--- config.mk ---
export PLATFORM = sky130hd
export DESIGN_NAME = ga_top
export DESIGN_NICKNAME = d
export VERILOG_FILES = /design/src/source/ga_pkg.sv /design/src/source/ga_sequencer.sv /design/src/source/ga_registers.sv /design/src/source/ga_interrupt.sv /design/src/source/ga_pixel_shifter.sv /design/src/source/ga_color_dac.sv /design/src/source/ga_csync.sv /design/src/source/ga_top.sv
export VERILOG_INCLUDE_DIRS = /design/src /design/src/source
export SDC_FILE = /design/constraint.sdc
export NUM_CORES = 1
export LEC_CHECK = 0
export BUFFER_PORTS_ARGS = -buffer_cell sky130_fd_sc_hd__buf_2
export CAP_MARGIN = 20
export CORE_ASPECT_RATIO = 0.8
export CORE_MARGIN = 2
export CORE_UTILIZATION = 45
export DETAILED_ROUTE_END_ITERATION = 8
export GPL_TIMING_DRIVEN = 0
export HOLD_SLACK_MARGIN = 0.15
export MAX_ROUTING_LAYER = met4
export SYNTH_ARGS = -nofsm -noshare
export SYNTH_HDL_FRONTEND = slang
export SYNTH_HIERARCHICAL = 1
export SYNTH_SLANG_ARGS = --single-unit
--- constraint.sdc ---
create_clock -name ck16 -period 2.8 [get_ports ck16]
set_input_delay 0.28 -clock ck16 [delete_from_list [all_inputs] [get_ports ck16]]
set_output_delay 0.28 -clock ck16 [all_outputs]
set_load 0.05 [all_outputs]
--- src/source/ga_defines.svh ---
`ifndef GA_DEFINES_SVH
`define GA_DEFINES_SVH

// sequencer cycle length in ck16 periods
`define GA_SLOTS 16

// hsync falling edges between two raster interrupts
`define GA_INT_LINES 52

// border ink loaded at reset, hardware color 11 is white
`define GA_BORDER_RESET 5'd11

// composite sync pulse window, char clocks (horizontal) or lines (vertical)
`define GA_CSYNC_FIRST 2
`define GA_CSYNC_LAST 5

`endif

--- src/source/ga_pkg.sv ---
package ga_pkg;

  typedef logic [4:0] hw_color_t;  // hardware color number, 0..31
  typedef logic [3:0] slot_t;      // sequencer slot

  typedef enum logic [1:0] {
    mode_0,  // 160 wide, 16 inks
    mode_1,  // 320 wide, 4 inks
    mode_2,  // 640 wide, 2 inks
    mode_3   // undocumented, 160 wide with 4 inks
  } video_mode_t;

  // register write opcode, data bits 7:6
  typedef enum logic [1:0] {
    cmd_pen,
    cmd_ink,
    cmd_rmr,
    cmd_unused
  } ga_cmd_t;

  // z80 side of the bus
  typedef struct packed {
    logic a15;
    logic a14;
    logic mreq_n;
    logic iorq_n;
    logic m1_n;
    logic rd_n;
  } cpu_bus_t;

  // 6845 outputs seen by the gate array
  typedef struct packed {
    logic vsync;
    logic hsync;
    logic dispen;
  } crtc_t;

  typedef struct packed {
    logic ras_n;
    logic cas_n;
    logic casad_n;
    logic mwe_n;
  } dram_ctl_t;

  // each channel is a level plus its output enable
  typedef struct packed {
    logic red;
    logic red_oe;
    logic green;
    logic green_oe;
    logic blue;
    logic blue_oe;
  } rgb_pin_t;

endpackage

--- src/source/ga_sequencer.sv ---
`timescale 1ns/10ps
`include "ga_defines.svh"

module ga_sequencer (
  input  logic              ck16,
  input  logic              reset_interrupt,
  input  ga_pkg::cpu_bus_t  cpu,
  input  logic              ramrd_n,   // cpu reads ram this cycle
  output ga_pkg::slot_t     slot,
  output logic              phi_n,
  output logic              ready,
  output logic              cpu_n,
  output logic              cclk,
  output logic              en244_n,
  output ga_pkg::dram_ctl_t dram
);
  import ga_pkg::*;

  slot_t slot_q;
  logic  ras_q;
  logic  cas_q;
  logic  mwe_int;   // sequencer write window, not yet qualified
  logic  memwrite;

  assign memwrite = ~cpu.mreq_n & cpu.rd_n & cpu.m1_n;  // real memory write only

  //////////////////////////////////////////////////////////////////////
  // slot counter, free running

  always_ff @(posedge ck16) begin
    if (reset_interrupt) begin
      slot_q <= '0;
    end else if (slot_q == slot_t'(`GA_SLOTS - 1)) begin
      slot_q <= '0;
    end else begin
      slot_q <= slot_q + 4'd1;
    end
  end

  assign slot  = slot_q;
  assign phi_n = slot_q[1];  // cpu clock is ck16/4

  //////////////////////////////////////////////////////////////////////
  // strobes, each one registered off the slot before it

  always_ff @(posedge ck16) begin
    if (reset_interrupt) begin
      ras_q   <= 1'b1;
      cas_q   <= 1'b1;
      cpu_n   <= 1'b1;
      ready   <= 1'b0;
      cclk    <= 1'b0;
      mwe_int <= 1'b1;
      en244_n <= 1'b1;
    end else begin
      // bus buffer open for i/o in slots 4..10
      if (slot_q >= 4'd4 && slot_q <= 4'd10 && !cpu.iorq_n) begin
        en244_n <= 1'b0;
      end else if (slot_q == 4'd11) begin
        en244_n <= 1'b1;
      end
      case (slot_q)
        4'd2: begin
          ras_q <= 1'b1;
          cpu_n <= 1'b0;  // cpu owns the dram
        end
        4'd3: begin
          cclk  <= 1'b0;
          cas_q <= 1'b1;
        end
        4'd4: begin
          ras_q <= 1'b0;
          ready <= 1'b1;
        end
        4'd5: begin
          if (!ramrd_n || memwrite) begin
            cas_q <= 1'b0;  // second cas only for a cpu access
          end
        end
        4'd6: mwe_int <= 1'b0;
        4'd8: begin
          ras_q <= 1'b1;
          ready <= 1'b0;
          cpu_n <= 1'b1;  // back to video fetch
        end
        4'd9: begin
          mwe_int <= 1'b1;
          cas_q   <= 1'b1;
        end
        4'd10: ras_q <= 1'b0;
        4'd11, 4'd15: cas_q <= 1'b0;  // video byte fetches
        4'd14: begin
          cclk  <= 1'b1;
          cas_q <= 1'b1;
        end
        default: ;
      endcase
    end
  end

  assign dram = '{ras_n: ras_q, cas_n: cas_q, casad_n: ras_q,
                  mwe_n: mwe_int | ~memwrite};

  // wait window lies inside the cpu phase
  a_ready_in_cpu_phase: assert property (@(posedge ck16) disable iff (reset_interrupt)
    ready |-> !cpu_n);

endmodule

--- src/source/ga_registers.sv ---
`timescale 1ns/10ps
`include "ga_defines.svh"

module ga_registers (
  input  logic                ck16,
  input  logic                reset_interrupt,
  input  ga_pkg::cpu_bus_t    cpu,
  input  logic [7:0]          d,
  input  logic                en244_n,
  input  logic                hsync,
  input  logic [3:0]          pal_index,
  input  logic                border_time,
  output ga_pkg::video_mode_t video_mode,
  output ga_pkg::hw_color_t   color,
  output logic                romen_n,
  output logic                ramrd_n,
  output logic                int_clear
);
  import ga_pkg::*;

  hw_color_t   pen_q;          // bit 4 selects the border
  hw_color_t   ink_q [16];
  hw_color_t   border_q;
  logic        upper_rom_off;  // c000-ffff
  logic        lower_rom_off;  // 0000-3fff
  video_mode_t mode_pending;   // applied at the next hsync
  ga_cmd_t     cmd;
  logic        wr_en;
  logic        memread;

  assign cmd     = ga_cmd_t'(d[7:6]);
  assign memread = ~cpu.mreq_n & ~cpu.rd_n;

  // i/o write to 01xx xxxx xxxx xxxx while the buffer is open
  assign wr_en = ~cpu.a15 & cpu.a14 & ~cpu.iorq_n & cpu.rd_n & cpu.m1_n & ~en244_n;

  assign int_clear = wr_en && cmd == cmd_rmr && d[4];  // rmr bit 4 is a strobe

  //////////////////////////////////////////////////////////////////////
  // register file

  always_ff @(posedge ck16) begin
    if (reset_interrupt) begin
      pen_q         <= '0;
      border_q      <= `GA_BORDER_RESET;
      upper_rom_off <= 1'b0;
      lower_rom_off <= 1'b0;
      mode_pending  <= mode_0;
      video_mode    <= mode_0;
      for (int i = 0; i < 16; i++) begin
        ink_q[i] <= '0;
      end
    end else begin
      if (wr_en) begin
        case (cmd)
          cmd_pen: pen_q <= d[4:0];
          cmd_ink: begin
            if (pen_q[4]) begin
              border_q <= d[4:0];
            end else begin
              ink_q[pen_q[3:0]] <= d[4:0];
            end
          end
          cmd_rmr: begin
            upper_rom_off <= d[3];
            lower_rom_off <= d[2];
            mode_pending  <= video_mode_t'(d[1:0]);
          end
          default: ;  // opcode 3 is for ram banking, not here
        endcase
      end
      if (hsync) begin
        video_mode <= mode_pending;  // mode only switches in retrace
      end
    end
  end

  assign color = border_time ? border_q : ink_q[pal_index];

  //////////////////////////////////////////////////////////////////////
  // rom and ram read enables

  always_comb begin
    romen_n = 1'b1;
    if (memread && !cpu.a15 && !cpu.a14 && !lower_rom_off) begin
      romen_n = 1'b0;
    end
    if (memread && cpu.a15 && cpu.a14 && !upper_rom_off) begin
      romen_n = 1'b0;
    end
  end

  always_ff @(posedge ck16) begin
    if (reset_interrupt) begin
      ramrd_n <= 1'b1;
    end else begin
      ramrd_n <= ~(memread & romen_n);  // any read the roms do not answer
    end
  end

  a_mode_at_hsync: assert property (@(posedge ck16) disable iff (reset_interrupt)
    !$stable(video_mode) && !$past(reset_interrupt) |-> $past(hsync));

endmodule

--- src/source/ga_interrupt.sv ---
`timescale 1ns/10ps
`include "ga_defines.svh"

module ga_interrupt (
  input  logic             ck16,
  input  logic             reset_interrupt,
  input  ga_pkg::crtc_t    crtc,
  input  ga_pkg::cpu_bus_t cpu,
  input  logic             int_clear,
  output logic             int_n
);

  localparam logic [5:0] last_line = 6'(`GA_INT_LINES - 1);

  logic       hsync_prev;
  logic       vsync_prev;
  logic       intack_prev;
  logic [1:0] vs_lines;   // hsyncs since vsync start, stops at 2
  logic [5:0] line_cnt;
  logic       intack;
  logic       hs_fall;
  logic       ack_end;

  assign intack  = ~cpu.iorq_n & ~cpu.m1_n;   // z80 interrupt acknowledge
  assign hs_fall = hsync_prev & ~crtc.hsync;
  assign ack_end = intack_prev & ~intack & ~int_n;

  always_ff @(posedge ck16) begin
    if (reset_interrupt) begin
      hsync_prev  <= 1'b0;
      vsync_prev  <= 1'b0;
      intack_prev <= 1'b0;
      vs_lines    <= '0;
      line_cnt    <= '0;
      int_n       <= 1'b1;
    end else begin
      hsync_prev  <= crtc.hsync;
      vsync_prev  <= crtc.vsync;
      intack_prev <= intack;
      if (!vsync_prev && crtc.vsync) begin
        vs_lines <= '0;
      end
      if (hs_fall) begin
        line_cnt <= line_cnt + 6'd1;
        if (!crtc.vsync) begin
          if (line_cnt == last_line) begin
            line_cnt <= '0;
            int_n    <= 1'b0;  // regular raster interrupt
          end
        end else begin
          if (vs_lines != 2'd2) begin
            vs_lines <= vs_lines + 2'd1;
          end
          if (vs_lines == 2'd1) begin  // second line of vsync
            line_cnt <= '0;
            if (!line_cnt[5] || line_cnt == last_line) begin
              int_n <= 1'b0;
            end
          end
        end
      end
      // ack end or rmr clear wins over a new interrupt
      if (ack_end || int_clear) begin
        int_n <= 1'b1;
        if (int_clear) begin
          line_cnt <= '0;
        end else begin
          line_cnt[5] <= 1'b0;  // keeps the next one at least 32 lines away
        end
      end
    end
  end

  a_no_int_on_clear: assert property (@(posedge ck16) disable iff (reset_interrupt)
    int_clear |=> !$fell(int_n));

endmodule

--- src/source/ga_pixel_shifter.sv ---
`timescale 1ns/10ps

module ga_pixel_shifter (
  input  logic                ck16,
  input  logic                reset_interrupt,
  input  ga_pkg::slot_t       slot,
  input  logic [7:0]          d,
  input  ga_pkg::video_mode_t video_mode,
  input  ga_pkg::crtc_t       crtc,
  output logic [3:0]          pal_index,
  output logic                border_time
);
  import ga_pkg::*;

  logic [7:0] byte_q;    // last byte latched off the dram bus
  logic [7:0] shift_q;
  logic       shift_now;

  // slots 7/15 for every mode, plus 1/5/9/13 outside mode 0, plus all of mode 2
  assign shift_now = (slot[2:0] == 3'd7)
                  || (video_mode != mode_0 && slot[1:0] == 2'd1)
                  || (video_mode == mode_2);

  always_ff @(posedge ck16) begin
    if (slot == 4'd3 || slot == 4'd11) begin
      shift_q <= byte_q;
    end else if (shift_now) begin
      shift_q <= {shift_q[6:0], 1'b0};
    end
    if (slot == 4'd3 || slot == 4'd15) begin
      byte_q <= d;  // two fetches per slot cycle
    end
  end

  always_ff @(posedge ck16) begin
    if (reset_interrupt) begin
      border_time <= 1'b0;
    end else if (slot == 4'd3) begin
      border_time <= ~crtc.dispen;
    end
  end

  // pixel bits are interleaved across the byte
  always_comb begin
    case (video_mode)
      mode_0:  pal_index = {shift_q[1], shift_q[5], shift_q[3], shift_q[7]};
      mode_2:  pal_index = {3'b000, shift_q[7]};
      default: pal_index = {2'b00, shift_q[3], shift_q[7]};  // modes 1 and 3
    endcase
  end

endmodule

--- src/source/ga_color_dac.sv ---
`timescale 1ns/10ps

module ga_color_dac (
  input  ga_pkg::hw_color_t color,
  input  logic              hsync,
  input  logic              vsync,
  output ga_pkg::rgb_pin_t  rgb
);

  // {level, output enable} per channel
  localparam logic [1:0] lo  = 2'b01;  // driven low
  localparam logic [1:0] mid = 2'b00;  // released, the resistor net sets half level
  localparam logic [1:0] hi  = 2'b11;  // driven high

  always_comb begin
    if (hsync || vsync) begin
      rgb = {lo, lo, lo};  // black during blanking
    end else begin
      case (color)  // red, green, blue
        5'd00, 5'd01: rgb = {mid, mid, mid};
        5'd02: rgb = {lo,  hi,  mid};
        5'd03: rgb = {hi,  hi,  mid};
        5'd04: rgb = {lo,  lo,  mid};
        5'd05: rgb = {hi,  lo,  mid};
        5'd06: rgb = {lo,  mid, mid};
        5'd07: rgb = {hi,  mid, mid};
        5'd08: rgb = {hi,  lo,  mid};
        5'd09: rgb = {hi,  hi,  mid};
        5'd10: rgb = {hi,  hi,  lo};
        5'd11: rgb = {hi,  hi,  hi};   // white
        5'd12: rgb = {hi,  lo,  lo};
        5'd13: rgb = {hi,  lo,  hi};
        5'd14: rgb = {hi,  mid, lo};
        5'd15: rgb = {hi,  mid, hi};
        5'd16: rgb = {lo,  lo,  mid};
        5'd17: rgb = {lo,  hi,  mid};
        5'd18: rgb = {lo,  hi,  lo};
        5'd19: rgb = {lo,  hi,  hi};
        5'd20: rgb = {lo,  lo,  lo};   // black
        5'd21: rgb = {lo,  lo,  hi};
        5'd22: rgb = {lo,  mid, lo};
        5'd23: rgb = {lo,  mid, hi};
        5'd24: rgb = {mid, lo,  mid};
        5'd25: rgb = {mid, hi,  mid};
        5'd26: rgb = {mid, hi,  lo};
        5'd27: rgb = {mid, hi,  hi};
        5'd28: rgb = {mid, lo,  lo};
        5'd29: rgb = {mid, lo,  hi};
        5'd30: rgb = {mid, mid, lo};
        default: rgb = {mid, mid, hi};  // 31
      endcase
    end
  end

endmodule

--- src/source/ga_csync.sv ---
`timescale 1ns/10ps
`include "ga_defines.svh"

module ga_csync (
  input  logic          ck16,
  input  logic          reset_interrupt,
  input  ga_pkg::slot_t slot,
  input  ga_pkg::crtc_t crtc,
  output logic          sync_n,
  output logic          hsync_pal,
  output logic          vsync_pal
);

  logic       hsync_prev;
  logic       vsync_prev;
  logic [3:0] cclk_cnt;   // char clocks into hsync
  logic [3:0] line_cnt;   // lines into vsync
  logic       h_sync_n;
  logic       v_sync;

  always_ff @(posedge ck16) begin
    if (reset_interrupt) begin
      hsync_prev <= 1'b0;
      vsync_prev <= 1'b0;
      cclk_cnt   <= '0;
      line_cnt   <= '0;
    end else begin
      hsync_prev <= crtc.hsync;
      vsync_prev <= crtc.vsync;
      if (!hsync_prev && crtc.hsync) begin
        cclk_cnt <= '0;
      end else if (crtc.hsync && slot == 4'd3) begin
        cclk_cnt <= cclk_cnt + 4'd1;  // cclk falls right after slot 3
      end
      if (!vsync_prev && crtc.vsync) begin
        line_cnt <= '0;
      end else if (crtc.vsync && hsync_prev && !crtc.hsync) begin
        line_cnt <= line_cnt + 4'd1;
      end
    end
  end

  assign h_sync_n = ~(crtc.hsync && cclk_cnt >= 4'(`GA_CSYNC_FIRST)
                      && cclk_cnt <= 4'(`GA_CSYNC_LAST));
  assign v_sync   = crtc.vsync && line_cnt >= 4'(`GA_CSYNC_FIRST)
                    && line_cnt <= 4'(`GA_CSYNC_LAST);

  assign sync_n    = h_sync_n ^ v_sync;  // hsync inverted inside the vertical pulse
  assign hsync_pal = h_sync_n;
  assign vsync_pal = ~v_sync;

endmodule

--- src/source/ga_top.sv ---
`timescale 1ns/10ps

module ga_top (
  input  logic              ck16,
  input  logic              reset_interrupt,
  input  ga_pkg::cpu_bus_t  cpu,
  input  logic [7:0]        d,
  input  ga_pkg::crtc_t     crtc,
  output logic              phi_n,
  output logic              ready,
  output logic              int_n,
  output logic              cclk,
  output logic              en244_n,
  output logic              cpu_n,
  output logic              romen_n,
  output logic              ramrd_n,
  output ga_pkg::dram_ctl_t dram,
  output logic              sync_n,
  output logic              hsync_pal,
  output logic              vsync_pal,
  output ga_pkg::rgb_pin_t  rgb
);
  import ga_pkg::*;

  slot_t       slot;
  video_mode_t video_mode;
  hw_color_t   color;        // palette output
  logic [3:0]  pal_index;
  logic        border_time;
  logic        int_clear;

  //////////////////////////////////////////////////////////////////////
  // bus side

  ga_sequencer i_sequencer (
    .ck16, .reset_interrupt, .cpu, .ramrd_n,
    .slot, .phi_n, .ready, .cpu_n, .cclk, .en244_n, .dram
  );

  ga_registers i_registers (
    .ck16, .reset_interrupt, .cpu, .d, .en244_n,
    .hsync(crtc.hsync), .pal_index, .border_time,
    .video_mode, .color, .romen_n, .ramrd_n, .int_clear
  );

  ga_interrupt i_interrupt (
    .ck16, .reset_interrupt, .crtc, .cpu, .int_clear, .int_n
  );

  //////////////////////////////////////////////////////////////////////
  // video side

  ga_pixel_shifter i_pixel_shifter (
    .ck16, .reset_interrupt, .slot, .d, .video_mode, .crtc,
    .pal_index, .border_time
  );

  ga_color_dac i_color_dac (
    .color, .hsync(crtc.hsync), .vsync(crtc.vsync), .rgb
  );

  ga_csync i_csync (
    .ck16, .reset_interrupt, .slot, .crtc, .sync_n, .hsync_pal, .vsync_pal
  );

endmodule

* Word-level counts from Yosys, hierarchy flattened
Memory sizes are Yosys's and may differ from the RTL's.
Cells that the tools add are included.
Widths: inputs -> output; s select.
** Cells by class
- Add/subtract/negate cells :: 5
- Magnitude comparators :: 6
- Eq/ne operators :: 22
- Mux-type cells :: 40
- Bitwise operators :: 29
- Reduce and logical (&&, ||, !) cells :: 64
** Operators by type and width (number)
- $mux 5 :: 5
- $eq 4x4->1 const B :: 6
- $mux 6 :: 4
- $logic_and 1x1->1 :: 20
- $reduce_bool 2->1 :: 9
- $mux 1 :: 17
- $mux 8 :: 2
- $not 1->1 :: 14
- $reduce_or 2->1 :: 7
- $and 1x1->1 :: 13
- $add 4x1->4 const B :: 3
- $eq 4x3->1 const B :: 3
- $logic_not 1->1 :: 10
- $pmux 1 s2 :: 5
- $eq 4x2->1 const B :: 2
- $ge 4x2->1 const B :: 2
- $le 4x3->1 const B :: 2
- $logic_or 1x1->1 :: 8
- $mux 2 :: 4
- $pmux 4 s2 :: 1
- $add 6x1->6 const B :: 1
- $eq 2x1->1 const B :: 3
- $eq 6x6->1 const B :: 1
- $ne 2x1->1 const B :: 3
- other kinds (17) :: 21
** Word-level totals
- Bits in registers :: 65
- Memory bits (writable) :: 80
- ROM bits :: 192
- Input port bits :: 19
- Output and inout bits :: 21
- Logic and storage cells :: 195
- Memories kept :: 2
** Memories
- (no name shown) :: depth 32, width 6, read ports 1, clocked after memory_dff 0, write ports 0, RTL line ga_color_dac.sv:19 : case (color)
- i_registers.ink_q :: depth 16, width 5, read ports 1, clocked after memory_dff 0, write ports 16, RTL line ga_registers.sv:22 : hw_color_t ink_q [16];

* Logic depth before layout (Yosys ltp)
Gate-level depths: netlist (run 1).
- Depth in word-level cells :: 11
- Depth in mapped cells :: 12
- Mapped depth without buffers :: 10

* Hierarchy
Netlist (run 1), hierarchy kept.
** By module, submodules not included
- ga_registers :: instances 1, cells each 360, area each 4441.8 sq um, seq. area each 2742.6 sq um
- ga_pixel_shifter :: instances 1, cells each 40, area each 704.4 sq um, seq. area each 500.5 sq um
- ga_sequencer :: instances 1, cells each 74, area each 603.1 sq um, seq. area each 220.2 sq um
- ga_csync :: instances 1, cells each 64, area each 601.8 sq um, seq. area each 200.2 sq um
- ga_interrupt :: instances 1, cells each 57, area each 558.0 sq um, seq. area each 240.2 sq um
- ga_color_dac :: instances 1, cells each 20, area each 146.4 sq um, seq. area each 0.0 sq um

* Worst setup path after synthesis (run 1)
OpenSTA, ideal clock, no wires.
- Path kind :: reg-to-output
- From :: register i_registers.video_mode[0]
- To :: output rgb[3] (netlist name)
- Arrival time :: 3.351 ns
- Required time :: 2.520 ns
- Path slack :: -0.831 ns
- Cell stages (with the launch flop) :: 13
- Path buffers :: 2
- Path through :: dfxtp_1 nand2b_1 and2_1 clkbuf_1 buf_2 mux4_2 mux2i_1 a21oi_1 a22o_1 inv_1 ha_1 nand2_1 a21boi_0
** RTL lines
- start, declared :: RTL line ga_registers.sv:13 : output ga_pkg::video_mode_t video_mode,
- start signal, assigned :: RTL line ga_registers.sv:49 : video_mode <= mode_0;
- start signal, assigned :: RTL line ga_registers.sv:73 : video_mode <= mode_pending;
- end, declared :: RTL line ga_top.sv:21 : output ga_pkg::rgb_pin_t rgb

==> impl_metrics.toml, run 1 <==
[yosys]
ys_seq_area_frac = 0.553
synth_cell_type_count = 68
synthCells = 615
ys_ff_latch = 147
synth_fp_nets = 650
synth_top_cell_area_share = 0.409
syn-mean-instance-area_um2 = 11.5
yosysWarnings = 6
synth.area.top_cells = "edfxtp_1, dfxtp_1, nor2_1"
async_reset_ff_frac = 0
synthFlopType = "edfxtp_1"
synth-edff-count = 96
yosysTopAreaCell = "edfxtp_1"
synthesis.area_mm2 = 0.00706

[power_and_ir_drop]
ir_worst_vdd_uv = 446
leakagePower_nw = 3.15
p_total_mw = 5.10
powerDensity_mw_per_mm2 = 590

[flow_run]
maxCapViolCount = 0

[floorplanning]
dieWidth_um = 144
fp.dieH_um = 116
die_area_mm2 = 0.0167
rows = 40
coreArea_mm2 = 0.0152
start_util = 0.465
num_io_pins = 40

[worst_setup_path]
cpPeakStageDelay_ns = 0.52
crit_chain = "nand2b_4, and2_4, buf_12, mux4_2, mux2i_2, a21oi_1, a22o_1, buf_6, ha_4, o211ai_1, buf_4"
worstPathRequired_ns = 2.52
timing.critical_path.to_type = "output pin"
cp.arrival_ns = 2.99
slowest_stage = "mux4_2"
critPathKind = "flip-flop to output pin"
worstPathMaxFanout = 6
worstSetupStartpointType = "flip-flop"

[global_route]
grt_pass1_vias = 4889
gr-usage-met3 = 0.0674
track_usage = 0.231
grtUsageMet1 = 0.326
grt_first_pass_wirelength_mm = 26.9
grt_max_degree = 17
top_usage_layer = "met1"
gr-usage-met2 = 0.324
gr-total-overflow = 0
antenna_found_initial = 0

[detailed_routing]
drcViolationCount = 0
antenna_left = 0
drt-vias-per-instance = 5.49
drt-pass1-iter-count = 5
wire_per_inst_um = 19.0
dr.first_iter.drc_count = 418
num_vias = 5071
drt-total-wl_mm = 17.5

[final_layout]
diodes = 0
syn2layout_area_growth_pct = 22.4
post-route-util = 0.570
nNetsFinal = 735
drive_gt1_frac = 0.254
finalInstanceArea_mm2 = 0.00864
final_common_cell = "nor2_1"
fin_cells = 923
layout_common_cells = "nor2_1, edfxtp_1, dfxtp_1"
fillers = 1250

[timing]
setup_viol = 6
post-route-period-util = 1.17
skew_ns = 0.00805
max_freq_ghz = 0.306
relSlewSlack = 0.524
worst_pin_slew_ns = 0.713
final-hold-violation-count = 0
holdWs_ns = 0.209
rsz0062_at_grt = "yes"
tns_ns = -2.31
period_minus_slack_ns = 3.27
maxSlewViolCount = 0
fin_ws_ns = -0.466

[status]
outcome = "finished with violations"
violations = "setup timing"

[clock_tree]
cts_tree = "built"
cts_buffers = 17
clkLatencyLatePin_ns = 0.42
h-tree-depth = 4
clk_pin_slew_ns = 0.06
cts.path.max_buffers = 2
cts_root_buf = "clkbuf_16"
clock_sinks = 147

[place]
place_congestion = 0.903
placed_cells = 864
dp.final_hpwl_mm = 12.4
dp_slack_ns = -0.528
numPortBuffers = 39
placed_area_mm2 = 0.00759

[min_path]
hold_path_class = "primary input to flip-flop"
## worst paths after layout
| check | start | endpoint | slack, ns | cells past startpoint |
|---|---|---|---|---|
| worst min-delay path | reset_interrupt | i_csync/hsync_prev | 0.21 | 2 |
| worst min register to register | i_sequencer/ready | i_sequencer/ready | 0.47 | 2 |
| worst max register to register | i_sequencer/en244_n | i_registers/ink_q[3][2] | 0.51 | 5 |
| worst max-delay path | i_registers/video_mode[0] | rgb[2] | -0.47 | 11 |
## worst max-delay path: cells and delay by family (launching register included)
family | cells | cell delay, ns
buffers and inverters | 3 | 0.52
muxes | 2 | 0.70
and+or+nand+nor | 2 | 0.31
DFF | 1 | 0.34
AOI/OAI and AO/OA | 3 | 0.54
adders and majority gates | 1 | 0.15
## per-layer routing
layer | part of all wire | vias to the layer above
li1 | - | 2388
met1 | 0.46 | 2474
met2 | 0.44 | 184
met3 | 0.089 | 25
met4 | 0.013 | 0
met5 | 0 | -
## state kept, by name, indices dropped and copies added (netlist names), 4 cells and up
| register | flops |
|---|---|
| i_pixel_shifter/shift_q | 8 |
| i_sequencer/slot | 4 |
| i_registers/ink_q | 80 |
| i_registers/border_q | 5 |
| i_csync/cclk_cnt | 4 |
| i_pixel_shifter/byte_q | 8 |
| i_interrupt/line_cnt | 6 |
| i_csync/line_cnt | 4 |
| i_registers/pen_q | 5 |
## cell families after synthesis
logic type,count (synthesis),synth area share
compound gates,93,0.0926
mux,48,0.0959
fa+ha+maj,16,0.0284
buf+inv,57,0.0397
xor+xnor,10,0.0124
simple gates,244,0.178
flops,147,0.553
## power breakdown
| part | total (mW) | internal (mW) | switching, mW | leakage (nW) |
|---|---|---|---|---|
| registers | 2.40 | 2.37 | 0.0317 | 1.39 |
| clock network | 2.24 | 1.39 | 0.844 | 0.287 |
| logic | 0.460 | 0.191 | 0.268 | 1.48 |
## Yosys cell counts, drive strengths merged, types with 4 or more instances
master,instances
a2111oi,4
dfxtp,51
buf,18
nand3b,6
o21bai,19
edfxtp,96
mux2,14
xor2,4
nand2,38
nand2b,9
nor2,121
nand4,4
clkbuf,15
a211o,6
mux4,14
nand3,6
nor2b,21
inv,24
a21oi,19
nor3,5
ha,16
nor3b,7
o21ai,16
mux2i,20
o22ai,4
xnor2,6
## cell type report
class / count / area [um^2] / area share
plain buffers: 32 / 259 / 0.0300
multi-input cells: 411 / 3020 / 0.350
flip-flops and latches: 147 / 3910 / 0.452
well taps: 210 / 263 / 0.0304
inverters: 24 / 90.1 / 0.0104
repair buffers: 67 / 499 / 0.0578
clock buffers: 25 / 527 / 0.0610
clock inverters: 7 / 68.8 / 0.00797
## repair_timing
| item | 4_1_cts | 5_1_grt |
|---|---|---|
| setup buffers | 12 | 7 |
| pin swaps | 7 | 9 |
| setup endpoints to repair | 6 | 6 |
| endpoints found under the hold margin | 6 | 0 |
| hold buffers | 8 | 0 |
| resized for setup | 25 | 35 |
| gates cloned | 1 | 0 |
No activity file was read; power rests on OpenSTA's default activity.
==> run 2: changes to the inputs <==
==> constraint.sdc (replaced) <==
create_clock -name ck16 -period 2.8 [get_ports ck16]
set_input_delay 0.56 -clock ck16 [delete_from_list [all_inputs] [get_ports ck16]]
set_output_delay 0.56 -clock ck16 [all_outputs]
set_load 0.05 [all_outputs]
==> run 2 against run 1 <==
Compared with the run above: maximum frequency down 8.9%; critical endpoint is now rgb[4]; routed wire length down 0.59%; first-iteration DRC count down 7.9%; highest routed layer unchanged; global-route usage down 0.69 points; the flow still finishes with violations (setup timing).
==> impl_metrics.toml, run 2 (synthesized netlist as in run 1, its figures left out) <==
[place]
placed_area_mm2 = 0.00762
dp.final_hpwl_mm = 12.6
numPortBuffers = 39
place_congestion = 0.899

[detailed_routing]
wire_per_inst_um = 19.2
route.met3.wl_mm = 1.42
drcViolationCount = 0
met2_length_mm = 7.28
drt-total-wl_mm = 17.4
dr.first_iter.drc_count = 385
antenna_left = 0
num_vias = 4982
wirelength_met1_mm = 8.52
highest_layer = "met4"
drt-vias-per-instance = 5.49
drt-pass1-iter-count = 5

[floorplanning]
start_util = 0.465
rows = 40
coreArea_mm2 = 0.0152
num_io_pins = 40
dieWidth_um = 144
die_area_mm2 = 0.0167
fp.dieH_um = 116

[timing]
post-route-period-util = 1.28
holdWs_ns = 0.320
tns_ns = -4.17
skew_ns = 0.00479
rsz0062_at_grt = "yes"
maxSlewViolCount = 0
worst_pin_slew_ns = 0.719
max_freq_ghz = 0.279
setup_viol = 6
final-hold-violation-count = 0
fin_ws_ns = -0.785
period_minus_slack_ns = 3.59
relSlewSlack = 0.519

[worst_setup_path]
worstSetupStartpointType = "flip-flop"
critPathKind = "flip-flop to output pin"
rr_startpoint = "i_sequencer/en244_n"
worstPathMaxFanout = 6
r2r_end = "i_registers/ink_q[1][3]"
crit_path_start = "i_registers/video_mode[0]"
reg2reg_slack_ns = 0.51
endpoint = "rgb[4]"
reg2regPathDepth = 5
timing.critical_path.to_type = "output pin"
worstPathRequired_ns = 2.24
cp.arrival_ns = 3.03

[clock_tree]
cts_tree = "built"
cts_buffers = 17
clock_sinks = 147
cts_root_buf = "clkbuf_16"
clk_pin_slew_ns = 0.06
clkLatencyLatePin_ns = 0.41
h-tree-depth = 4
cts.path.max_buffers = 2

[flow_run]
maxCapViolCount = 0

[final_layout]
final_common_cell = "nor2_1"
largest_register_ffs = 80
nNetsFinal = 720
fillers = 1274
syn2layout_area_growth_pct = 20.5
finalInstanceArea_mm2 = 0.00850
diodes = 0
top_register = "i_registers/ink_q"
drive_gt1_frac = 0.242
top_regs = "i_registers/ink_q: 80 flops, i_pixel_shifter/byte_q: 8 flops, i_pixel_shifter/shift_q: 8 flops"
layout_common_cells = "nor2_1, edfxtp_1, dfxtp_1"

[global_route]
gr-total-overflow = 0
grt_max_degree = 17
antenna_found_initial = 0
grt_first_pass_wirelength_mm = 26.2
grt_pass1_vias = 4748
track_usage = 0.224

[power_and_ir_drop]
ir_worst_vdd_uv = 642
powerDensity_mw_per_mm2 = 611
p_total_mw = 5.20
leakagePower_nw = 3.08

[status]
outcome = "finished with violations"
violations = "setup timing"

[min_path]
hold_path_class = "primary input to flip-flop"
==> run 2: cell count changes in the layout (fill, tap and decap cells not counted), sizes merged <==
cell,change
bufinv,+3
dlygate4sd3,-8
clkinv,+4
bufbuf,+1
clkbuf,-9
buf,-6
==> run 2: cell type report <==
type	instances	area, um^2	area share
clock inverter	14	186	0.0219
multi-input combinational	411	3010	0.354
clock buffer	18	429	0.0505
sequential	147	3910	0.460
tap	210	263	0.0309
buffer	32	246	0.0290
inverter	24	90.1	0.0106
timing repair buffer	52	363	0.0427
==> run 2: worst min-delay path by stage <==
stage	from	endpoint	slack, ns	depth (start not counted)
finish	d[5]	i_pixel_shifter/byte_q[5]	0.32	1
global route	d[5]	i_pixel_shifter/byte_q[5]	0.30	1
global placement	i_registers/border_q[1]	i_registers/border_q[1]	0.45	1
CTS	d[5]	i_pixel_shifter/byte_q[5]	0.30	1
floorplan	i_registers/border_q[1]	i_registers/border_q[1]	0.44	1
detailed placement	i_registers/border_q[3]	i_registers/border_q[3]	0.46	1
==> run 2: repair_timing <==
item,in CTS,in global routing
pin swaps,9,7
hold buffers,0,0
buffers inserted,8,4
resized for setup,30,17
cloned,1,0
endpoints found under the setup margin,6,6
==> run 2: routing by layer <==
| metal | GRT usage | up-vias |
|---|---|---|
| met1 | 0.324 | 2449 |
| met4 | 0.0569 | 0 |
| met5 | - | - |
| met3 | 0.0760 | 16 |
| met2 | 0.301 | 156 |
| li1 | - | 2361 |
==> run 2: power breakdown <==
part           switching, mW  leakage [nW]  total, mW  internal [mW]
sequential            0.0317          1.39       2.40           2.37
combinational          0.264          1.40      0.435          0.171
clock                  0.876         0.291       2.36           1.49
==> run 2: worst max-delay path, stage by stage, from the launching register on <==
cell	delay, ns
dfxtp_4	0.36
nand2b_4	0.12
and2_4	0.21
buf_4	0.13
mux4_2	0.53
mux2i_2	0.19
a21oi_1	0.09
a22o_2	0.27
inv_2	0.07
ha_4	0.13
nand2_2	0.05
a211o_4	0.32
buf_8	0.15
==> run 2: metrics by stage <==
stage | util | std cells | setup slack (ns)
after global placement | 0.502 | 864 | -0.736
after detailed placement | 0.502 | 864 | -0.738
after floorplan | - | 615 | -0.471
final | 0.560 | 908 | -0.785
after CTS | 0.554 | 904 | -0.784
after global routing | 0.560 | 908 | -0.884
